`src/source/link_pkg.sv`:
```
// --------------------------------------
// Shared widths, structs and the register map of the word link
// Counter width is fixed at 16 bits and the register map fits in a 4-bit address
// --------------------------------------
`default_nettype none

package link_pkg;

  // --------------------------------------
  // Link geometry
  // --------------------------------------
  localparam int link_data_width  = 32;
  // Register stages in the delay line between transmit and receive
  localparam int link_num_stages  = 3;
  localparam int link_count_width = 16;

  // --------------------------------------
  // Wishbone bus and register map
  // --------------------------------------
  localparam int wb_addr_width = 4;
  localparam int wb_data_width = 32;

  localparam logic [wb_addr_width-1:0] reg_ctrl_addr   = 4'h0;
  localparam logic [wb_addr_width-1:0] reg_words_addr  = 4'h4;
  localparam logic [wb_addr_width-1:0] reg_errors_addr = 4'h8;

  // One word on the link with its even parity bit in the LSB
  typedef struct packed {
    logic [link_data_width-1:0] data;
    logic                       parity;
  } link_payload_t;

  // Field order follows the control register so enable lands on bit 0
  typedef struct packed {
    logic inject_parity_error;
    logic enable;
  } link_ctrl_t;

  typedef struct packed {
    logic [link_count_width-1:0] word_count;
    logic [link_count_width-1:0] parity_error_count;
  } link_stat_t;

  // Single-cycle pulses from the register block to the receive counters
  typedef struct packed {
    logic clear_words;
    logic clear_errors;
  } link_clear_t;

endpackage

`default_nettype wire

```
`src/source/link_regs.sv`:
```
// --------------------------------------
// Wishbone classic slave for link control and the receive counters
// Ack comes one cycle after cyc and stb, and unmapped addresses read zero
// --------------------------------------
`timescale 1ns/1ps
`default_nettype none

module link_regs
  import link_pkg::*;
(
  input  logic                     clk,
  input  logic                     rst_n,
  // Wishbone classic slave port
  input  logic                     cyc,
  input  logic                     stb,
  input  logic                     we,
  input  logic [wb_addr_width-1:0] adr,
  input  logic [wb_data_width-1:0] dat_i,
  output logic [wb_data_width-1:0] dat_o,
  output logic                     ack,
  // Link side
  output link_ctrl_t               ctrl,
  output link_clear_t              clear,
  input  link_stat_t               stat
);

  // The cycle before ack is the one and only accepted beat of a transfer
  logic                     access;
  logic                     wr_access;
  logic                     rd_access;
  logic [wb_data_width-1:0] rd_data;

  // Blocking on ack keeps a held strobe from being acknowledged twice
  assign access    = cyc & stb & ~ack;
  assign wr_access = access & we;
  assign rd_access = access & ~we;

  // --------------------------------------
  // Handshake
  // --------------------------------------

  // Ack is high for exactly one cycle per transfer
  always_ff @(posedge clk or negedge rst_n) begin
    if (!rst_n) begin
      ack <= 1'b0;
    end else begin
      ack <= access;
    end
  end

  // --------------------------------------
  // Write side
  // --------------------------------------

  // Control register updates on the edge that raises ack
  always_ff @(posedge clk or negedge rst_n) begin
    if (!rst_n) begin
      ctrl <= '0;
    end else if (wr_access && (adr == reg_ctrl_addr)) begin
      // Only the low bits are implemented, the rest of dat_i is ignored
      ctrl <= link_ctrl_t'(dat_i[$bits(link_ctrl_t)-1:0]);
    end
  end

  // Clear pulses are decoded in the accepted beat
  // The counters therefore drop to zero on the same edge that raises ack
  always_comb begin
    clear              = '0;
    clear.clear_words  = wr_access && (adr == reg_words_addr);
    clear.clear_errors = wr_access && (adr == reg_errors_addr);
  end

  // --------------------------------------
  // Read side
  // --------------------------------------

  // Counters are zero-extended to the bus width
  always_comb begin
    rd_data = '0;
    case (adr)
      reg_ctrl_addr: begin
        rd_data[$bits(link_ctrl_t)-1:0] = ctrl;
      end
      reg_words_addr: begin
        rd_data[link_count_width-1:0] = stat.word_count;
      end
      reg_errors_addr: begin
        rd_data[link_count_width-1:0] = stat.parity_error_count;
      end
      default: begin
        rd_data = '0;
      end
    endcase
  end

  // Read data is captured with ack and holds until the next read
  always_ff @(posedge clk) begin
    if (rd_access) begin
      dat_o <= rd_data;
    end
  end

endmodule

`default_nettype wire

```
`src/source/link_tx.sv`:
```
// --------------------------------------
// Transmit stage, launches valid_next one cycle ahead of the payload
// in_ready follows the enable bit directly
// --------------------------------------
`timescale 1ns/1ps
`default_nettype none

module link_tx
  import link_pkg::*;
(
  input  logic                       clk,
  input  logic                       rst_n,
  input  link_ctrl_t                 ctrl,
  // Input stream
  input  logic                       in_valid,
  input  logic [link_data_width-1:0] in_data,
  output logic                       in_ready,
  // Link launch
  output logic                       payload_valid_next,
  output link_payload_t              payload
);

  logic                       accept;
  logic [link_data_width-1:0] word_q;
  logic                       inject_q;

  assign in_ready = ctrl.enable;
  assign accept   = in_valid & in_ready;

  // Strobe goes out on the accepting edge
  always_ff @(posedge clk or negedge rst_n) begin
    if (!rst_n) begin
      payload_valid_next <= 1'b0;
    end else begin
      payload_valid_next <= accept;
    end
  end

  // Hold the word and the inject request that were current at acceptance
  always_ff @(posedge clk) begin
    if (accept) begin
      word_q   <= in_data;
      inject_q <= ctrl.inject_parity_error;
    end
  end

  // Payload follows one edge later, loaded only under the strobe
  // Even parity, so data and parity XOR to zero unless an error is injected
  always_ff @(posedge clk) begin
    if (payload_valid_next) begin
      payload.data   <= word_q;
      payload.parity <= (^word_q) ^ inject_q;
    end
  end

endmodule

`default_nettype wire

```
`src/source/link_delay_valid_next.sv`:
```
// --------------------------------------
// Delay line for a valid_next strobe and its payload, any payload type
// Payload registers have no reset, so out is undefined until the first word
// --------------------------------------
`timescale 1ns/1ps
`default_nettype none

module link_delay_valid_next #(
  parameter int  num_stages   = 0,
  parameter type payload_type = logic
) (
  input  logic        clk,
  input  logic        rst_n,
  input  logic        in_valid_next,
  input  payload_type in,
  output logic        out_valid_next,
  output payload_type out
);

  if (num_stages == 0) begin : gen_passthru
    // No registers at all, clock and reset stay unconnected inside
    assign out_valid_next = in_valid_next;
    assign out            = in;
  end else begin : gen_stages
    // Entry i is the strobe and payload after stage i+1
    logic [num_stages-1:0] vn_q;
    payload_type           data_q [num_stages];

    // The strobe chain is reset so nothing looks valid after reset
    always_ff @(posedge clk or negedge rst_n) begin
      if (!rst_n) begin
        vn_q <= '0;
      end else begin
        vn_q[0] <= in_valid_next;
        for (int i = 1; i < num_stages; i++) begin
          vn_q[i] <= vn_q[i-1];
        end
      end
    end

    // A stage's own strobe marks the cycle in which the previous stage holds
    // valid data, so the wide load happens one cycle after the strobe moved
    always_ff @(posedge clk) begin
      if (vn_q[0]) begin
        data_q[0] <= in;
      end
      for (int i = 1; i < num_stages; i++) begin
        if (vn_q[i]) begin
          data_q[i] <= data_q[i-1];
        end
      end
    end

    assign out_valid_next = vn_q[num_stages-1];
    assign out            = data_q[num_stages-1];
  end

endmodule

`default_nettype wire

```
`src/source/link_rx.sv`:
```
// --------------------------------------
// Receive stage with parity check and saturating word and error counters
// The sink has no ready, every delivered word must be taken
// --------------------------------------
`timescale 1ns/1ps
`default_nettype none

module link_rx
  import link_pkg::*;
(
  input  logic                       clk,
  input  logic                       rst_n,
  // Link arrival
  input  logic                       payload_valid_next,
  input  link_payload_t              payload,
  // Register block side
  input  link_clear_t                clear,
  output link_stat_t                 stat,
  // Output stream
  output logic                       out_valid,
  output logic [link_data_width-1:0] out_data
);

  // High in the cycle where payload holds the announced word
  logic data_valid;
  logic parity_bad;

  // Even parity over data and parity bit must come out zero
  assign parity_bad = ^payload;

  // --------------------------------------
  // Output path
  // --------------------------------------

  always_ff @(posedge clk or negedge rst_n) begin
    if (!rst_n) begin
      data_valid <= 1'b0;
      out_valid  <= 1'b0;
    end else begin
      data_valid <= payload_valid_next;
      out_valid  <= data_valid;
    end
  end

  always_ff @(posedge clk) begin
    if (data_valid) begin
      out_data <= payload.data;
    end
  end

  // --------------------------------------
  // Counters
  // --------------------------------------

  // Both counters move on the edge that raises out_valid
  // A clear wins over an increment in the same cycle
  always_ff @(posedge clk or negedge rst_n) begin
    if (!rst_n) begin
      stat <= '0;
    end else begin
      if (clear.clear_words) begin
        stat.word_count <= '0;
      end else if (data_valid && (stat.word_count != '1)) begin
        stat.word_count <= stat.word_count + 1'b1;
      end
      if (clear.clear_errors) begin
        stat.parity_error_count <= '0;
      end else if (data_valid && parity_bad && (stat.parity_error_count != '1)) begin
        stat.parity_error_count <= stat.parity_error_count + 1'b1;
      end
    end
  end

endmodule

`default_nettype wire

```
`src/source/link_top.sv`:
```
// --------------------------------------
// Top of the retimed word link with its Wishbone register block
// Latency from acceptance to out_valid is link_num_stages + 2 cycles
// --------------------------------------
`timescale 1ns/1ps
`default_nettype none

module link_top
  import link_pkg::*;
(
  input  logic                       clk,
  input  logic                       rst_n,
  // Wishbone classic slave port
  input  logic                       cyc,
  input  logic                       stb,
  input  logic                       we,
  input  logic [wb_addr_width-1:0]   adr,
  input  logic [wb_data_width-1:0]   dat_i,
  output logic [wb_data_width-1:0]   dat_o,
  output logic                       ack,
  // Input stream
  input  logic                       in_valid,
  input  logic [link_data_width-1:0] in_data,
  output logic                       in_ready,
  // Output stream, no back-pressure
  output logic                       out_valid,
  output logic [link_data_width-1:0] out_data
);

  link_ctrl_t    ctrl;
  link_clear_t   clear;
  link_stat_t    stat;

  // Launch side of the long wire
  logic          tx_valid_next;
  link_payload_t tx_payload;
  // Landing side after the delay line
  logic          rx_valid_next;
  link_payload_t rx_payload;

  link_regs u_regs (
    .clk   (clk),
    .rst_n (rst_n),
    .cyc   (cyc),
    .stb   (stb),
    .we    (we),
    .adr   (adr),
    .dat_i (dat_i),
    .dat_o (dat_o),
    .ack   (ack),
    .ctrl  (ctrl),
    .clear (clear),
    .stat  (stat)
  );

  link_tx u_tx (
    .clk                (clk),
    .rst_n              (rst_n),
    .ctrl               (ctrl),
    .in_valid           (in_valid),
    .in_data            (in_data),
    .in_ready           (in_ready),
    .payload_valid_next (tx_valid_next),
    .payload            (tx_payload)
  );

  link_delay_valid_next #(
    .num_stages   (link_num_stages),
    .payload_type (link_payload_t)
  ) u_delay (
    .clk            (clk),
    .rst_n          (rst_n),
    .in_valid_next  (tx_valid_next),
    .in             (tx_payload),
    .out_valid_next (rx_valid_next),
    .out            (rx_payload)
  );

  link_rx u_rx (
    .clk                (clk),
    .rst_n              (rst_n),
    .payload_valid_next (rx_valid_next),
    .payload            (rx_payload),
    .clear              (clear),
    .stat               (stat),
    .out_valid          (out_valid),
    .out_data           (out_data)
  );

endmodule

`default_nettype wire

```
`config.mk`:
```
export PLATFORM = sky130hd
export DESIGN_NAME = link_top
export DESIGN_NICKNAME = d
export VERILOG_FILES = /design/src/source/link_pkg.sv /design/src/source/link_regs.sv /design/src/source/link_tx.sv /design/src/source/link_delay_valid_next.sv /design/src/source/link_rx.sv /design/src/source/link_top.sv
export SDC_FILE = /design/constraint.sdc
export NUM_CORES = 1
export LEC_CHECK = 0
export ABC_CLOCK_PERIOD_IN_PS = 5400
export BUFFER_PORTS_ARGS = -buffer_cell sky130_fd_sc_hd__buf_2
export CORE_MARGIN = 1.5
export CORE_UTILIZATION = 38
export DETAILED_ROUTE_END_ITERATION = 8
export REMOVE_ABC_BUFFERS = 1
export SYNTH_ARGS = -nofsm -noshare
export SYNTH_HDL_FRONTEND = slang
export SYNTH_SLANG_ARGS = --single-unit
```
`constraint.sdc`:
```
create_clock -name clk -period 5.4 [get_ports clk]
set_input_delay 0.54 -clock clk [delete_from_list [all_inputs] [get_ports clk]]
set_output_delay 0.54 -clock clk [all_outputs]
set_load 0.01 [all_outputs]
```
# --- Word-level counts from Yosys, hierarchy flattened ---
# Memories as Yosys holds them, arrays and structs flattened.
# Index checks and enable logic that the tools add are counted.
word_totals:
  in_bits: 74
  mem_count: 1
  ram_bits: 99
  reg_bits: 155
op_classes:
  n_addsub: 2
  reduce_logical: 11
  bitwise_logic: 8
  muxes: 12
  n_eq_ne: 4
mem_list:
  columns: ["name", "depth", "word_bits", "rd", "rd_clocked_by_memory_dff", "wr", "line", "source"]
  rows:
  - ["u_delay.gen_stages.data_q", 3, 33, 3, 0, 3, "link_delay_valid_next.sv:27", "payload_type data_q [num_stages];"]
ops:
  columns: ["operator", "count"]
  rows:
  - ["two-way mux 16 bit", 4]
  - ["parity 33 bit", 1]
  - ["adder 16 x 1 -> 16 bit (second input constant)", 2]
  - ["inequality test 16 bit (second input constant)", 2]
  - ["parity 32 bit", 1]
  - ["one-hot mux 14 bit (2 select lines)", 1]
  - ["logical AND 1 bit", 6]
  - ["two-way mux 1 bit", 6]
  - ["one-hot mux 2 bit (3 select lines)", 1]
  - ["bitwise AND 1 bit", 5]
  - ["== test 4 x 3 -> 1 bit (second input constant)", 1]
  - ["== test 4 bit (second input constant)", 1]
  - ["logical NOT 4 bit", 1]
  - ["nonzero test 2 bit", 2]
  - ["inverter 1 bit", 2]
  - ["XOR 1 bit", 1]

# --- Longest topological paths before layout ---
# An unclocked memory read counts as a cell.
depth:
  word_depth: 6
  mapped_depth: 8

# --- Modules after synthesis ---
# From an unflattened synthesis, not the netlist that was laid out.
hier_totals:
  hier_cells: 552
  area_unflattened_um2: 9544.2
modules_own_cells:
  columns: ["mod", "cells_per_inst", "n_inst", "area_per_inst_um2"]
  rows:
  - ["link_delay_valid_next", 135, 1, 3295.7]
  - ["link_rx", 244, 1, 2971.6]
  - ["link_tx", 100, 1, 2306.0]
  - ["link_regs", 73, 1, 970.9]

# --- Worst setup path after synthesis ---
# Ideal clock, no wire load.
synth_timing:
  path_type: "register -> register"
  startpoint: "mem u_delay.gen_stages.data_q[0][95] in the netlist's numbering"
  endpoint: "reg, netlist name u_rx.stat[12]"
  setup_ns: 0.122
  n_path_buf: 0
  path_stages_with_launch: 8
  period_less_slack_ns: 2.330
  path_slack_ns: 3.070
  arrival_time_ns: 2.208
  cell_sequence: "edfxtp_1 -> xnor2_1 -> xnor2_1 -> xnor2_1 -> xnor3_1 -> xor2_1 -> or4_1 -> mux2i_1"
synth_rtl:
  columns: ["item", "line"]
  rows:
  - ["start: declaration", "link_delay_valid_next.sv:27"]

==> flow_summary.json <==
{
  "dp_hpwl_mm": 9.57,
  "die_area_um2": 25500,
  "power_density_nw_per_um2": 415,
  "fin_nets": 725,
  "crit_end": "u_rx.stat[14]$_DFFE_PN0P_",
  "ir_drop_mv": 0.221,
  "critPathKind": "register to register",
  "grt_overflow": 0,
  "routed_wl_mm": 14.2,
  "fin_util_pct": 45.4,
  "post-route-drc-count": 0,
  "postRouteAntennaNets": 0,
  "r2r_end": "u_rx.stat[14]$_DFFE_PN0P_",
  "drt_iter0_markers": 200,
  "postCtsSetupRepairBufs": 0,
  "slowest_stage": "xnor2_2",
  "worst_slew_pin_slew_ns": 1.24,
  "synthToLayoutAreaGrowth_pct": 17.6,
  "vias_per_cell": 4.45,
  "vias": 4418,
  "critPathLaunch": "u_delay.gen_stages.data_q[0][74]$_DFFE_PP_",
  "h-tree-depth": 1,
  "initial_core_util_pct": 38.6,
  "syn_avg_cell_area_um2": 17.5,
  "dp_slack_ns": 2.77,
  "synth_cell_types": 38,
  "gp_congestion": 0.736,
  "antenna_found_initial": 0,
  "mostFrequentLayoutCells": "213 x edfxtp_1, 94 x buf_2, 58 x xnor2_1",
  "clkTransAtPathRegs_ns": 0.06,
  "ys_ff_latch": 254,
  "cp_max_fo": 17,
  "m1WireLength_mm": 6.39,
  "required_ns": 5.81,
  "arrival_ns": 3.04,
  "hold_viol": 0,
  "clk_latency_ns": 0.53,
  "root_buffer": "clkbuf_16",
  "port_buffers": 94,
  "start_kind": "register",
  "dr_wl_met2_mm": 6.58,
  "grt_max_degree": 42,
  "slowest_delay_ns": 0.68,
  "synth-seq-area-share_pct": 79.5,
  "fin_crit_sh_pct": 48.7,
  "r2r_setup_slack_ns": 2.77,
  "worst_r2r_path_depth": 7,
  "grt_pass1_wl_mm": 22.4,
  "ctsHoldBuffers": 0,
  "core_area_um2": 24200,
  "cts_sinks": 254,
  "outcome": "completed",
  "wl_per_cell_um": 14.3,
  "path_depth": 7,
  "synthTopCellsByArea": "edfxtp_1 69%, dfrtp_1 11%, xnor2_1 5.4%, xor2_1 1.8%, a22o_1 1.3%",
  "cp-end-kind": "register",
  "rows": 57,
  "min_period_ns": 2.63,
  "netlist_instances": 533,
  "top_layer": "met4",
  "ios": 141,
  "hold_path.class": "input port to asynchronous set/reset pin",
  "cts_tree": "built",
  "yosysWarnings": 0,
  "cts_buffers": 26,
  "setup_viol": 0,
  "cp_top_family": "XOR/XNOR gates",
  "ctsResizeCount": 0,
  "dr.pass1.iters": 4,
  "clock_skew_ns": 0.0117,
  "path_cells": "xor2_1 -> xnor2_1 -> xnor2_1 -> xnor3_1 -> xnor2_2 -> nand3_1 -> mux2i_1",
  "slew-limit-headroom_pct": 16.7,
  "synth_top_area_share_pct": 68.5,
  "dr_wl_met3_um": 742,
  "die_w_um": 160,
  "syn_area_um2": 9330,
  "final_common_cell": "edfxtp_1",
  "maxCapViolations": 0,
  "fin_area_um2": 11000,
  "dpl_cell_area_um2": 10100,
  "n_antenna_cell": 0,
  "leakagePower_uw": 0.00396,
  "dieHeight_um": 160,
  "clk_path_buf_depth": 3,
  "track_usage_pct": 11.0,
  "maxSlewViolCount": 0,
  "yosys.area.top_type": "edfxtp_1",
  "finalSetupTns_ns": 0,
  "drive_gt1_share_pct": 21.4,
  "r2r_start": "u_delay.gen_stages.data_q[0][74]$_DFFE_PP_",
  "hold-worst-slack_ns": 0.168,
  "grt_setup_unrepaired": "false",
  "grt_pass1_vias": 4365,
  "crit_top_cell": "xnor2_1",
  "fin_ws_ns": 2.77,
  "critPathBufInv": 0,
  "timing.fmax_ghz": 0.380
}
[final cells by class]
class                      count  area [um2]
fill                        2085       13200
sequential                   254        7420
multi-input combinational    267        1810
clock buffer                  32         673
timing repair buffer          99         508
tap                          324         405
clock inverter                16         151
inverter                       1        3.75
[stage by stage]
step / total power (uW) / std cells
2_1_floorplan: 2740 / 522
3_3_place_gp: 2870 / 945
3_5_place_dp: 2890 / 945
4_1_cts: 4610 / 993
5_1_grt: 4740 / 993
6_report: 4550 / 993
[per-layer routing]
layer | GRT usage (%) | vias to the layer above
met2 | 17.3 | 106
met5 | 0 | -
met4 | 5.06 | 0
met1 | 14.6 | 2104
met3 | 2.57 | 32
li1 | - | 2176
[logic make-up (layout without fill, tap and decap cells)]
group           after synthesis  count (layout)  synth area share [%]
mux                          13              13                  1.42
compound gates               30              30                  2.48
xor+xnor                     79              79                  7.64
simple gates                127             127                  6.88
buf+inv                      27             148                  1.74
flops                       254             254                  79.5
other cells                   1              16                0.0402
fa+ha+maj                     2               2                 0.268
[synth_stat cells, drive strengths merged]
cell type and count:
nand4b 1, nor2b 2, nand4 13, clkbuf 9, or3 1, nand3 12
a41oi 1, inv 1, buf 17, or4 1, o21ai 2, nor2 28
and3 12, nor3b 1, a211o 1, a41o 1, edfxtp 213, a21boi 1
and4 4, mux2 2, o311ai 1, a21oi 5, nand2b 9, xor2 19
xnor2 59, and2 7, xnor3 1, mux2i 11, a22o 14, ha 2
nand2 30, a31oi 2, dfrtp 41, a31o 2, nor3 6, conb 1
[power by group]
part / leakage, uW / switching [uW] / internal (uW)
clock network: 0.000394 / 707 / 988
logic: 0.00114 / 243 / 182
registers: 0.00243 / 145 / 2290
total: 0.00396 / 1090 / 3460
[worst min path at each step]
| stage | from | endpoint | depth (start not counted) |
|---|---|---|---|
| 2_1_floorplan | rst_n | u_delay.gen_stages.vn_q[0]$_DFF_PN0_ | 0 |
| 3_3_place_gp | u_tx.payload[4]$_DFFE_PP_ | u_delay.gen_stages.data_q[0][4]$_DFFE_PP_ | 0 |
| 3_5_place_dp | u_tx.payload[27]$_DFFE_PP_ | u_delay.gen_stages.data_q[0][27]$_DFFE_PP_ | 0 |
| 4_1_cts | in_data[3] | u_tx.word_q[3]$_DFFE_PP_ | 1 |
| 5_1_grt | in_data[31] | u_tx.word_q[31]$_DFFE_PP_ | 1 |
| 6_report | rst_n | u_rx.stat[27]$_DFFE_PN0P_ | 1 |
[flip-flops by register name, summed over array words and instances, names as in the netlist]
register,cells
u_rx.stat,32
u_rx.out_valid,1
u_rx.data_valid,1
u_regs.dat_o,16
u_regs.ack,1
u_rx.out_data,32
u_delay.gen_stages.data_q,99
u_tx.payload,33
u_delay.gen_stages.vn_q,3
u_regs.ctrl,2
u_tx.word_q,32
u_tx.payload_valid_next,1
u_tx.inject_q,1
(Power assumes the default switching activity.)
